**src/spart_defs.svh**
```systemverilog
`default_nettype none

`ifndef SPART_DEFS_SVH
`define SPART_DEFS_SVH

// Port data byte, divisor word and cursor widths
`define SPART_DATA_W 8
`define SPART_DIV_W 16
`define SPART_IDX_W 4

// Entries in the dumped table
`define SPART_TABLE_LEN 10

// Port register addresses
`define SPART_ADDR_TX 2'd0
`define SPART_ADDR_DIV_LO 2'd2
`define SPART_ADDR_DIV_HI 2'd3

// Console characters
`define SPART_CHR_CR 8'h0d
`define SPART_CHR_DEC 8'h31
`define SPART_CHR_INC 8'h32
`define SPART_CHR_ZERO 8'h30
`define SPART_CHR_SPACE 8'h20

// Divisor words per baud rate
`define SPART_DIV_4800 16'h12c0
`define SPART_DIV_9600 16'h2580
`define SPART_DIV_19200 16'h4b00
`define SPART_DIV_38400 16'h9600

`endif

`default_nettype wire
```
**src/spart_pkg.sv**
```systemverilog
`include "spart_defs.svh"
`default_nettype none

package spart_pkg;

	// Table gives a whole word, the port takes it a byte at a time
	typedef union packed {
		logic [`SPART_DIV_W-1:0] word;
		struct packed {
			logic [`SPART_DATA_W-1:0] hi;
			logic [`SPART_DATA_W-1:0] lo;
		} bytes;
	} baud_div_u;

	typedef enum logic [2:0] {
		ST_DIV_LO,
		ST_DIV_HI,
		ST_RX_WAIT,
		ST_ECHO,
		ST_DUMP_IDX,
		ST_DUMP_DATA,
		ST_DUMP_SPACE
	} drv_state_e;

	// Source of the byte on the outgoing databus
	typedef enum logic [2:0] {
		SEL_DIV_LO,
		SEL_DIV_HI,
		SEL_CURSOR,
		SEL_INDEX,
		SEL_DATA,
		SEL_SPACE
	} chr_sel_e;

endpackage

`default_nettype wire

```
**src/spart_driver.sv**
```systemverilog
`include "spart_defs.svh"
`default_nettype none
`timescale 1ns/10ps

module spart_driver (
	input wire clk,
	input wire rst,
	input wire [1:0] br_cfg,
	output logic iocs,
	output logic iorw,
	output logic [1:0] ioaddr,
	input wire [`SPART_DATA_W-1:0] databus_in,
	output logic [`SPART_DATA_W-1:0] databus_out,
	output logic databus_oe,
	input wire rda,
	input wire tbr,
	output logic [`SPART_IDX_W-1:0] mem_addr,
	input wire [`SPART_DATA_W-1:0] mem_data
);

	spart_pkg::chr_sel_e chr_sel;
	logic cursor_inc;
	logic cursor_dec;
	logic dump_start;
	logic dump_step;
	logic dump_last;
	logic [`SPART_IDX_W-1:0] cursor;
	logic [`SPART_DATA_W-1:0] div_lo;
	logic [`SPART_DATA_W-1:0] div_hi;

	driver_ctrl i_driver_ctrl (
		.clk(clk),
		.rst(rst),
		.rda(rda),
		.tbr(tbr),
		.databus_in(databus_in),
		.dump_last(dump_last),
		.iocs(iocs),
		.iorw(iorw),
		.ioaddr(ioaddr),
		.databus_oe(databus_oe),
		.chr_sel(chr_sel),
		.cursor_inc(cursor_inc),
		.cursor_dec(cursor_dec),
		.dump_start(dump_start),
		.dump_step(dump_step)
	);

	baud_table i_baud_table (
		.br_cfg(br_cfg),
		.div_lo(div_lo),
		.div_hi(div_hi)
	);

	// Dump index doubles as the debug read address
	entry_cursor i_entry_cursor (
		.clk(clk),
		.rst(rst),
		.cursor_inc(cursor_inc),
		.cursor_dec(cursor_dec),
		.dump_start(dump_start),
		.dump_step(dump_step),
		.cursor(cursor),
		.index(mem_addr),
		.dump_last(dump_last)
	);

	tx_formatter i_tx_formatter (
		.chr_sel(chr_sel),
		.div_lo(div_lo),
		.div_hi(div_hi),
		.cursor(cursor),
		.index(mem_addr),
		.mem_data(mem_data),
		.databus_out(databus_out)
	);

endmodule

`default_nettype wire

```
**src/driver_ctrl.sv**
```systemverilog
`include "spart_defs.svh"
`default_nettype none
`timescale 1ns/10ps

module driver_ctrl (
	input wire clk,
	input wire rst,
	input wire rda,
	input wire tbr,
	input wire [`SPART_DATA_W-1:0] databus_in,
	input wire dump_last,
	output logic iocs,
	output logic iorw,
	output logic [1:0] ioaddr,
	output logic databus_oe,
	output spart_pkg::chr_sel_e chr_sel,
	output logic cursor_inc,
	output logic cursor_dec,
	output logic dump_start,
	output logic dump_step
);

	spart_pkg::drv_state_e state, next_state;
	logic bus_en;
	logic wr_cycle;
	logic rd_cycle;

	////////////////////////////////////////////////////////////////////////////
	// State register
	////////////////////////////////////////////////////////////////////////////

	// bus_en keeps the bus idle until the first edge out of reset
	always_ff @(posedge clk or posedge rst) begin
		if (rst) begin
			state <= spart_pkg::ST_DIV_LO;
			bus_en <= 1'b0;
		end else begin
			state <= next_state;
			bus_en <= 1'b1;
		end
	end

	////////////////////////////////////////////////////////////////////////////
	// Next state, strobes and bus cycle select
	////////////////////////////////////////////////////////////////////////////

	always_comb begin
		next_state = state;
		wr_cycle = 1'b0;
		rd_cycle = 1'b0;
		ioaddr = `SPART_ADDR_TX;
		chr_sel = spart_pkg::SEL_SPACE;
		cursor_inc = 1'b0;
		cursor_dec = 1'b0;
		dump_start = 1'b0;
		dump_step = 1'b0;

		case (state)
			spart_pkg::ST_DIV_LO: begin
				ioaddr = `SPART_ADDR_DIV_LO;
				chr_sel = spart_pkg::SEL_DIV_LO;
				if (bus_en) begin
					wr_cycle = 1'b1;
					next_state = spart_pkg::ST_DIV_HI;
				end
			end
			spart_pkg::ST_DIV_HI: begin
				ioaddr = `SPART_ADDR_DIV_HI;
				chr_sel = spart_pkg::SEL_DIV_HI;
				wr_cycle = 1'b1;
				next_state = spart_pkg::ST_RX_WAIT;
			end
			spart_pkg::ST_RX_WAIT: begin
				// Byte is taken off the bus in the read cycle itself
				if (rda) begin
					rd_cycle = 1'b1;
					if (databus_in == `SPART_CHR_DEC) begin
						cursor_dec = 1'b1;
						next_state = spart_pkg::ST_ECHO;
					end else if (databus_in == `SPART_CHR_INC) begin
						cursor_inc = 1'b1;
						next_state = spart_pkg::ST_ECHO;
					end else if (databus_in == `SPART_CHR_CR) begin
						dump_start = 1'b1;
						next_state = spart_pkg::ST_DUMP_IDX;
					end
				end
			end
			spart_pkg::ST_ECHO: begin
				chr_sel = spart_pkg::SEL_CURSOR;
				if (tbr) begin
					wr_cycle = 1'b1;
					next_state = spart_pkg::ST_RX_WAIT;
				end
			end
			spart_pkg::ST_DUMP_IDX: begin
				chr_sel = spart_pkg::SEL_INDEX;
				if (tbr) begin
					wr_cycle = 1'b1;
					next_state = spart_pkg::ST_DUMP_DATA;
				end
			end
			spart_pkg::ST_DUMP_DATA: begin
				chr_sel = spart_pkg::SEL_DATA;
				if (tbr) begin
					wr_cycle = 1'b1;
					next_state = spart_pkg::ST_DUMP_SPACE;
				end
			end
			spart_pkg::ST_DUMP_SPACE: begin
				chr_sel = spart_pkg::SEL_SPACE;
				if (tbr) begin
					wr_cycle = 1'b1;
					if (dump_last) begin
						next_state = spart_pkg::ST_RX_WAIT;
					end else begin
						dump_step = 1'b1;
						next_state = spart_pkg::ST_DUMP_IDX;
					end
				end
			end
			default: next_state = spart_pkg::ST_DIV_LO;
		endcase
	end

	// One port access per cycle, write or read
	assign iocs = wr_cycle | rd_cycle;
	assign iorw = ~wr_cycle;
	assign databus_oe = wr_cycle;

endmodule

`default_nettype wire

```
**src/tx_formatter.sv**
```systemverilog
`include "spart_defs.svh"
`default_nettype none
`timescale 1ns/10ps

module tx_formatter (
	input wire spart_pkg::chr_sel_e chr_sel,
	input wire [`SPART_DATA_W-1:0] div_lo,
	input wire [`SPART_DATA_W-1:0] div_hi,
	input wire [`SPART_IDX_W-1:0] cursor,
	input wire [`SPART_IDX_W-1:0] index,
	input wire [`SPART_DATA_W-1:0] mem_data,
	output logic [`SPART_DATA_W-1:0] databus_out
);

	// Numeric value to its ASCII digit, wraps modulo 256
	function automatic logic [`SPART_DATA_W-1:0] to_digit(
		input logic [`SPART_DATA_W-1:0] val
	);
		return `SPART_CHR_ZERO + val;
	endfunction

	always_comb begin
		case (chr_sel)
			spart_pkg::SEL_DIV_LO: databus_out = div_lo;
			spart_pkg::SEL_DIV_HI: databus_out = div_hi;
			spart_pkg::SEL_CURSOR:
				databus_out = to_digit({{(`SPART_DATA_W-`SPART_IDX_W){1'b0}}, cursor});
			spart_pkg::SEL_INDEX:
				databus_out = to_digit({{(`SPART_DATA_W-`SPART_IDX_W){1'b0}}, index});
			spart_pkg::SEL_DATA: databus_out = to_digit(mem_data);
			default: databus_out = `SPART_CHR_SPACE;
		endcase
	end

endmodule

`default_nettype wire

```
**src/entry_cursor.sv**
```systemverilog
`include "spart_defs.svh"
`default_nettype none
`timescale 1ns/10ps

module entry_cursor (
	input wire clk,
	input wire rst,
	input wire cursor_inc,
	input wire cursor_dec,
	input wire dump_start,
	input wire dump_step,
	output logic [`SPART_IDX_W-1:0] cursor,
	output logic [`SPART_IDX_W-1:0] index,
	output logic dump_last
);

	localparam logic [`SPART_IDX_W-1:0] LAST_IDX = `SPART_IDX_W'(`SPART_TABLE_LEN - 1);

	// Cursor wraps at both ends of the table
	always_ff @(posedge clk or posedge rst) begin
		if (rst) begin
			cursor <= '0;
		end else if (cursor_inc) begin
			if (cursor == LAST_IDX)
				cursor <= '0;
			else
				cursor <= cursor + 1'b1;
		end else if (cursor_dec) begin
			if (cursor == '0)
				cursor <= LAST_IDX;
			else
				cursor <= cursor - 1'b1;
		end
	end

	// Dump walk starts at the cursor, leaves the cursor alone
	always_ff @(posedge clk or posedge rst) begin
		if (rst)
			index <= '0;
		else if (dump_start)
			index <= cursor;
		else if (dump_step)
			index <= index + 1'b1;
	end

	assign dump_last = (index == LAST_IDX);

endmodule

`default_nettype wire

```
**src/baud_table.sv**
```systemverilog
`include "spart_defs.svh"
`default_nettype none
`timescale 1ns/10ps

module baud_table (
	input wire [1:0] br_cfg,
	output logic [`SPART_DATA_W-1:0] div_lo,
	output logic [`SPART_DATA_W-1:0] div_hi
);

	spart_pkg::baud_div_u div;

	// Divisor lookup
	always_comb begin
		case (br_cfg)
			2'b00: div.word = `SPART_DIV_4800;
			2'b01: div.word = `SPART_DIV_9600;
			2'b10: div.word = `SPART_DIV_19200;
			default: div.word = `SPART_DIV_38400;
		endcase
	end

	// Byte view for the two divisor writes
	assign div_lo = div.bytes.lo;
	assign div_hi = div.bytes.hi;

endmodule

`default_nettype wire

```
**config.mk**
```make
export PLATFORM = sky130hd
export DESIGN_NAME = spart_driver
export DESIGN_NICKNAME = d
export VERILOG_FILES = /design/src/spart_pkg.sv /design/src/spart_driver.sv /design/src/driver_ctrl.sv /design/src/tx_formatter.sv /design/src/entry_cursor.sv /design/src/baud_table.sv
export VERILOG_INCLUDE_DIRS = /design/src
export SDC_FILE = /design/constraint.sdc
export NUM_CORES = 1
export LEC_CHECK = 0
export BUFFER_PORTS_ARGS = -buffer_cell sky130_fd_sc_hd__buf_2
export CORE_UTILIZATION = 57
export CTS_CLUSTER_DIAMETER = 30
export DETAILED_ROUTE_END_ITERATION = 8
export MAX_ROUTING_LAYER = met4
export PLACE_DENSITY_LB_ADDON = 0.25
export SLEW_MARGIN = 40
export SYNTH_ARGS = -nofsm -noshare
export SYNTH_HDL_FRONTEND = slang
export SYNTH_HIERARCHICAL = 1
export SYNTH_SLANG_ARGS = --single-unit
```
**constraint.sdc**
```tcl
create_clock -name clk -period 4.94 [get_ports clk]
set_input_delay 0.988 -clock clk [delete_from_list [all_inputs] [get_ports clk]]
set_output_delay 0.988 -clock clk [all_outputs]
set_load 0.02 [all_outputs]
```
### Yosys cells after proc, flatten, opt, wreduce, memory -nomap -nowiden

Cells that the tools add are included.

* $add $sub $neg: 6
* equality and inequality tests: 24
* multiplexer cells: 41
* bitwise logic cells: 2
* reductions and logical operators: 8

Operator list (number)
* $pmux W16 S3: 1
* $pmux W8 S5: 1
* $mux W3: 10
* $mux W4: 6
* $pmux W3 S7: 1
* $mux W1: 19
* $eq A8 B6 Y1 const B: 2
* $pmux W3 S5: 1
* $add A6 B4 Y7 const A: 2
* $eq A3 B2 Y1 const B: 4
* $eq A3 B3 Y1 const B: 4
* $ne A2 B2 Y1 const B: 5
* $add A4 B1 Y4 const B: 2
* $add A6 B8 Y8 const A: 1
* $eq A4 B4 Y1 const B: 2
* $eq A8 B4 Y1 const B: 1
* $reduce_and A7 Y1: 1
* $eq A3 B1 Y1 const B: 2
* $logic_not A3 Y1: 2
* $logic_not A4 Y1: 1
* $ne A4 B1 Y1 const B: 1
* $pmux W2 S2: 1
* $reduce_bool A2 Y1: 2
* $reduce_or A4 Y1: 1
* other kinds (8): 8

* bits in registers: 12
* input bits: 22
* output and inout bits: 17
* logic and storage cells: 85

### Depth between registers and ports, before layout

Gate-level depths: netlist (run 1).

* depth after elaboration: 7
* gate-level depth with buffers: 10
* mapped depth without buffers: 8

### Hierarchy

The synthesis (run 1) kept the hierarchy.

By module, submodules not included
* entry_cursor: instances 1, cells an instance 52, area each 505.5 um^2, seq. area each 200.2 um^2
* driver_ctrl: instances 1, cells an instance 63, area each 466.7 um^2, seq. area each 100.1 um^2
* tx_formatter: instances 1, cells an instance 48, area each 322.8 um^2, seq. area each 0.0 um^2
* baud_table: instances 1, cells an instance 20, area each 162.7 um^2, seq. area each 0.0 um^2

### Least setup slack after synthesis (run 1)

No wires, ideal clock.

* kind: register to output
* from: register i_driver_ctrl.state[2]
* to: output databus_out[7]
* arrival: 2068 ps
* required time: 3952 ps
* path slack: 1884 ps
* stages on the path, launching flop included: 7
* buffers on the path: 2
* cell sequence: dfrtp_1 -> dlygate4sd1_1 -> nor3_1 -> a21oi_1 -> buf_6 -> or4_1 -> a31oi_1

* word-level cells in the longest chain between the ends: 4
* elaborated cells on any way between the ends: 12
* classes of those cells: eq/ne: 8; mux: 2; reduce/logical: 2

Ends and longest elaborated chain
* from (decl): RTL line driver_ctrl.sv:23 `spart_pkg::drv_state_e state, next_state;`
* from (signal assigned): RTL line driver_ctrl.sv:35 `state <= spart_pkg::ST_DIV_LO;`
* from (signal assigned): RTL line driver_ctrl.sv:38 `state <= next_state;`
* $eq A3 B3 Y1, or another cell as far along: RTL line driver_ctrl.sv:58 `case (state)`
* $pmux W3 S5 (*): RTL line driver_ctrl.sv:58
* net chr_sel[0]: RTL line spart_driver.sv:21 `spart_pkg::chr_sel_e chr_sel;`
* $eq A3 B3 Y1, or another cell as far along: RTL line tx_formatter.sv:23 `case (chr_sel)`
* $pmux W8 S5 (*): RTL line tx_formatter.sv:23
* to (decl): RTL line spart_driver.sv:13 `` output logic [`SPART_DATA_W-1:0] databus_out, ``

The timed path passes the listed nets; every way through them passes the cells marked *.

### Worst setup path in the final report (run 1)

* from: register i_driver_ctrl.state[1]
* to: output databus_out[7]

Same word-level chain as after synthesis.

==> reports/results.tsv, run 1 <==
metric	value	unit
ANT nets after route	0	
core area	0.00232	mm^2
Post-synth top cells	inv_1 (17), nand2_1 (17), nor2_1 (14)	
Setup TNS	0	ns
Sink Count	12	
IO buf count	38	
peak supply drop	0.487	mV
#FFs+latches synth	12	
insertion delay to the later sink of the worst-skew pair	0.28	ns
first-pass iteration count of the detailed router	4	
Final Cell Area	0.00164	mm^2
# Max-Cap Violations	0	
fillers	178	
RSZ-0062 raised after global routing	false	
Initial Utilization	0.629	
Slew @ Worst Pin	0.646	ns
Final nets	248	
CTS tree	yes	
overall power	0.000950	W
initial antenna violation count	0	
DPL Wire Length	2.47	mm
Global Route Usage Sum	0.267	
vias in the first global route	1327	
worst setup margin	1.39	ns
Mapped Avg Cell Area	7.97	um^2
Multi-input gate area	0.00101	mm^2
Hold WC Path Type	primary input to asynchronous set/reset pin	
Placed Instance Area	0.00160	mm^2
Post-Syn Area	0.00146	mm^2
pin count of the biggest net entering global routing	17	
# placed instances	240	
Worst Setup End Kind	output port	
# DRC	0	
Ys Warns	6	
r2r setup slk	2.32	ns
Worst slew margin	0.566	
Max Slew Vio Count	0	
PwrDens	578	mW/mm^2
Via density	5.61	
fmax	282	MHz
FP Rows	17	
DR vias	1369	
Detailed Route WL	3.14	mm
Top Ports	39	
Synth Instances	183	
share of cells above drive strength 1	0.278	
Post-CTS Resized	0	
Storage cell area	300	um^2
status	finished, final reports clean	
pre-CTS setup slack	1.73	ns
Avg WL per Cell	12.9	um
global-route wire length before repair	5.37	mm
Congestion Overflow GR	0	
Post-synth EDFFs	0	
gpl congestion	0.809	
Antenna Cells	0	
R2R depth	7	
Critical path origin	i_driver_ctrl/state[1]$_DFFE_PP0P_	
largest area contributor in the netlist	dfrtp_1	
CTS Buf Count	3	
fin cells	244	
hold violation total from the final report	0	
Startpoint Class	flip-flop	
top cells by area, synth	dfrtp_1 (21%), ha_1 (7.7%), inv_1 (4.4%), nand2_1 (4.4%), a22oi_1 (3.6%)	
Max clock buf depth	2	
Worst R2R End	i_entry_cursor/cursor[2]$_DFFE_PP0P_	
worst r2r src	i_driver_ctrl/state[2]$_DFFE_PP0P_	
Unique masters post-synth	59	
post-CTS setup buffers	0	
die area	0.00276	mm^2
period utilization	0.719	
H-tree depth	1	
# hold bufs at CTS	0	
Syn-to-layout area delta	12.8	%
DRT iter0 DRCs	36	
CP Class	flip-flop to output port	
Final min period	3.55	ns
sequential area share after synthesis	0.206	
Chip Width	52.6	um
top cell type's share of synthesized area	0.206	
Crit Path Max Fanout	15	
FFs w/ async S/R, synth	1.00	
CP arrival	2.56	ns
DIE HEIGHT	52.6	um
Reg clk slew, reported paths	0.07	ns
CP required	3.95	ns
Clock Skew	0.00351	ns
Post-synth top flop	dfrtp_1	
Finish-stage setup viols	0	
LEAKAGE	0.777	nW
Clock Tree Root	clkbuf_4	
stage by stage:
step	util	hold slack [ns]
floorplan	-	0.543
global placement	0.688	0.609
detailed placement	0.691	0.630
CTS	0.706	0.575
global route	0.709	0.573
finish	0.709	0.580
power breakdown:
part           switching (W)  internal, W  leakage [nW]
logic               0.000401     0.000271         0.602
registers          0.0000713     0.000128         0.153
clock network      0.0000340    0.0000449        0.0210
registers in the layout (all words and copies together), names as in the netlist:
name	cells
i_entry_cursor/cursor	4
i_driver_ctrl/bus_en	1
i_driver_ctrl/state	3
i_entry_cursor/index	4
layout by cell type, fill, tap and decap left out, drive strengths merged, types with 6 or more instances in the layout:
cell / instances
mux2: 6
ha: 9
o21ai: 9
conb: 7
nand2: 18
a21oi: 8
buf: 39
inv: 18
nand3: 6
a22oi: 7
dfrtp: 12
nor2: 15
critical path: stages (launching register included):
cell     delay (ns)
dfrtp_1        0.62
inv_1          0.15
nor2_1         0.15
a21o_1         0.30
inv_2          0.12
or4_1          0.53
a31oi_1        0.21
buf_2          0.20
worst max path at each step:
stage | endpoint | slack [ns] | cells after the start
6_report | databus_out[7] | 1.39 | 7
5_1_grt | databus_out[7] | 1.19 | 7
4_1_cts | databus_out[7] | 1.42 | 7
3_5_place_dp | i_entry_cursor/cursor[1]$_DFFE_PP0P_ | 1.73 | 7
3_3_place_gp | i_entry_cursor/cursor[1]$_DFFE_PP0P_ | 1.79 | 7
2_1_floorplan | databus_out[7] | 1.88 | 6
metal layers:
layer  up-vias  share of wire  GRT usage
li1        702              -          -
met1       630           0.47      0.330
met2        34           0.48      0.428
met3         3          0.043     0.0638
met4         0         0.0041     0.0877
met5         -              0          -
logic make-up (layout without fill, tap and decap cells):
group                      count (synthesis)  after routing  share of synthesized area
and+or+nand+nor                           64             64                      0.243
buffers and inverters                     33             61                      0.124
other                                      2              7                    0.00515
xor gates and xnor gates                   7              7                     0.0421
AOI/OAI and AO/OA                         48             48                      0.231
DFF                                       12             12                      0.206
muxes                                      8              8                     0.0712
adders and majority gates                  9              9                     0.0773
area by class of cell:
type,count,share of cell area
inverter,18,0.0411
tap,28,0.0213
sequential,12,0.183
clock buffer,4,0.0221
multi-input combinational,143,0.613
timing repair buffer,39,0.120
Note: power is estimated with default switching activity, not from simulation.
==> inputs of run 2 (changes only) <==
--- a/config.mk
+++ b/config.mk
@@ -7,7 +7,7 @@
 export NUM_CORES = 1
 export LEC_CHECK = 0
 export BUFFER_PORTS_ARGS = -buffer_cell sky130_fd_sc_hd__buf_2
-export CORE_UTILIZATION = 57
+export CORE_UTILIZATION = 53
 export CTS_CLUSTER_DIAMETER = 30
 export DETAILED_ROUTE_END_ITERATION = 8
 export MAX_ROUTING_LAYER = met4
==> constraint.sdc (replaced) <==
create_clock -name clk -period 3.4 [get_ports clk]
set_input_delay 0.68 -clock clk [delete_from_list [all_inputs] [get_ports clk]]
set_output_delay 0.68 -clock clk [all_outputs]
set_load 0.02 [all_outputs]
==> reports/results.tsv, run 2 (synthesis gave the netlist of run 1 again) <==
metric	value	unit	change
die area	0.00296	mm^2	+7.3%
ANT nets after route	0		unchanged
Initial Utilization	0.573		-0.0559
Final nets	250		+0.81%
CP required	2.72	ns	-1.23 ns
fmax	315	MHz	
period utilization	0.935		
global-route wire length before repair	5.00	mm	-6.9%
insertion delay to the later sink of the worst-skew pair	0.28	ns	about the same
status	finished, final reports clean		
IO buf count	38		unchanged
Max clock buf depth	2		unchanged
Finish-stage setup viols	0		unchanged
share of cells above drive strength 1	0.275		-0.00255
Post-CTS Resized	0		unchanged
most frequent cells in the layout	buf_2 (38), inv_1 (17), nand2_1 (17)		
Clock Skew	0.00753	ns	+0.00401 ns
LEAKAGE	0.785	nW	+1.1%
RSZ-0062 raised after global routing	false		
CP Class	flip-flop to output port		
vias in the first global route	1112		-16%
Clock Tree Root	clkbuf_4		
# hold bufs at CTS	0		unchanged
Avg WL per Cell	12.5	um	-2.4%
CTS tree	yes		
Top Registers	i_entry_cursor/cursor x4, i_entry_cursor/index x4, i_driver_ctrl/state x3		
DPL Wire Length	2.45	mm	-1.0%
Reg clk slew, reported paths	0.07	ns	about the same
commonest non-fill, non-tap cell in the layout	buf_2		
Hold WC Path Type	primary input to asynchronous set/reset pin		
gpl congestion	0.783		-3.3%
Final min period	3.18	ns	
H-tree depth	1		unchanged
Worst R2R End	i_entry_cursor/cursor[2]$_DFFE_PP0P_		
Top Ports	39		unchanged
Congestion Overflow GR	0		unchanged
Chip Width	54.4	um	+3.6%
Worst slew margin	0.576		+0.0105
peak supply drop	0.662	mV	+36%
Placed Instance Area	0.00161	mm^2	+0.70%
# DRC	0		unchanged
post-CTS setup buffers	0		unchanged
DIE HEIGHT	54.4	um	+3.6%
worst r2r src	i_driver_ctrl/state[2]$_DFFE_PP0P_		
met2 GRT Util	0.370		-0.0584
# Max-Cap Violations	0		unchanged
fillers	227		+28%
Max Slew Vio Count	0		unchanged
CP arrival	2.50	ns	-0.06 ns
met3 Usage GRT	0.0417		-0.0221
initial antenna violation count	0		unchanged
r2r setup slk	0.97	ns	-1.35 ns
Startpoint Class	flip-flop		
met1 GRT Util	0.324		-0.00604
Syn-to-layout area delta	13.1	%	
Via density	5.65		+0.76%
Slew @ Worst Pin	0.631	ns	-0.0157 ns
Setup TNS	0	ns	unchanged
Antenna Cells	0		unchanged
FP Rows	18		+1
pin count of the biggest net entering global routing	17		unchanged
PwrDens	843	mW/mm^2	+46%
Detailed Route WL	3.11	mm	-0.83%
first-pass iteration count of the detailed router	4		unchanged
Most Used Layer, Global Route	met2		
Worst Setup End Kind	output port		
CTS Buf Count	3		unchanged
DRT iter0 DRCs	42		+17%
DR vias	1402		+2.4%
Final Cell Area	0.00165	mm^2	+0.30%
Sink Count	12		unchanged
hold violation total from the final report	0		unchanged
Global Route Usage Sum	0.242		-0.0252
core area	0.00254	mm^2	+9.8%
R2R depth	8		+1
Crit Path Max Fanout	15		unchanged
run 2: final cells by class:
cell class | count | area [um^2] | area share
Multi-Input combinational cell | 143 | 995 | 0.603
Timing Repair Buffer | 41 | 213 | 0.129
Tap cell | 30 | 37.5 | 0.0228
Clock buffer | 4 | 36.3 | 0.0220
Inverter | 18 | 67.6 | 0.0410
Sequential cell | 12 | 300 | 0.182
run 2: per-stage QoR:
step	power [W]	std cells	hold WS (ns)	util	worst slack, ns
4_1_cts	0.00139	248	0.272	0.648	0.247
5_1_grt	0.00152	248	0.274	0.648	0.00163
3_3_place_gp	0.00124	244	0.573	0.634	0.652
3_5_place_dp	0.00127	244	0.577	0.634	0.571
6_report	0.00139	248	0.279	0.648	0.222
2_1_floorplan	0.00106	188	0.446	-	0.652
run 2: power by group:
group,internal (W),total [W],switching (W),leakage [nW]
logic,0.000399,0.000986,0.000587,0.611
registers,0.000186,0.000292,0.000106,0.153
clock network,0.0000652,0.000113,0.0000477,0.0210
run 2: critical path, cell delays in order (launching register included):
cell     delay, ns
dfrtp_1       0.61
inv_1         0.16
nor2_1        0.17
a21o_1        0.30
inv_2         0.12
or4_1         0.52
a31oi_1       0.17
buf_2         0.18
run 2: worst max path at each step:
stage,start,to
6_report,i_driver_ctrl/state[1]$_DFFE_PP0P_,databus_out[7]
5_1_grt,i_driver_ctrl/state[1]$_DFFE_PP0P_,databus_out[7]
4_1_cts,i_driver_ctrl/state[1]$_DFFE_PP0P_,databus_out[7]
3_5_place_dp,i_driver_ctrl/state[1]$_DFFE_PP0P_,databus_out[7]
3_3_place_gp,i_driver_ctrl/state[0]$_DFFE_PP0P_,databus_out[7]
2_1_floorplan,i_driver_ctrl/state[2]$_DFFE_PP0P_,databus_out[7]
run 2: routing by layer:
layer	part of all wire	vias up
met5	0	-
met4	0.0090	0
met3	0.041	4
met2	0.47	42
met1	0.48	649
li1	-	707
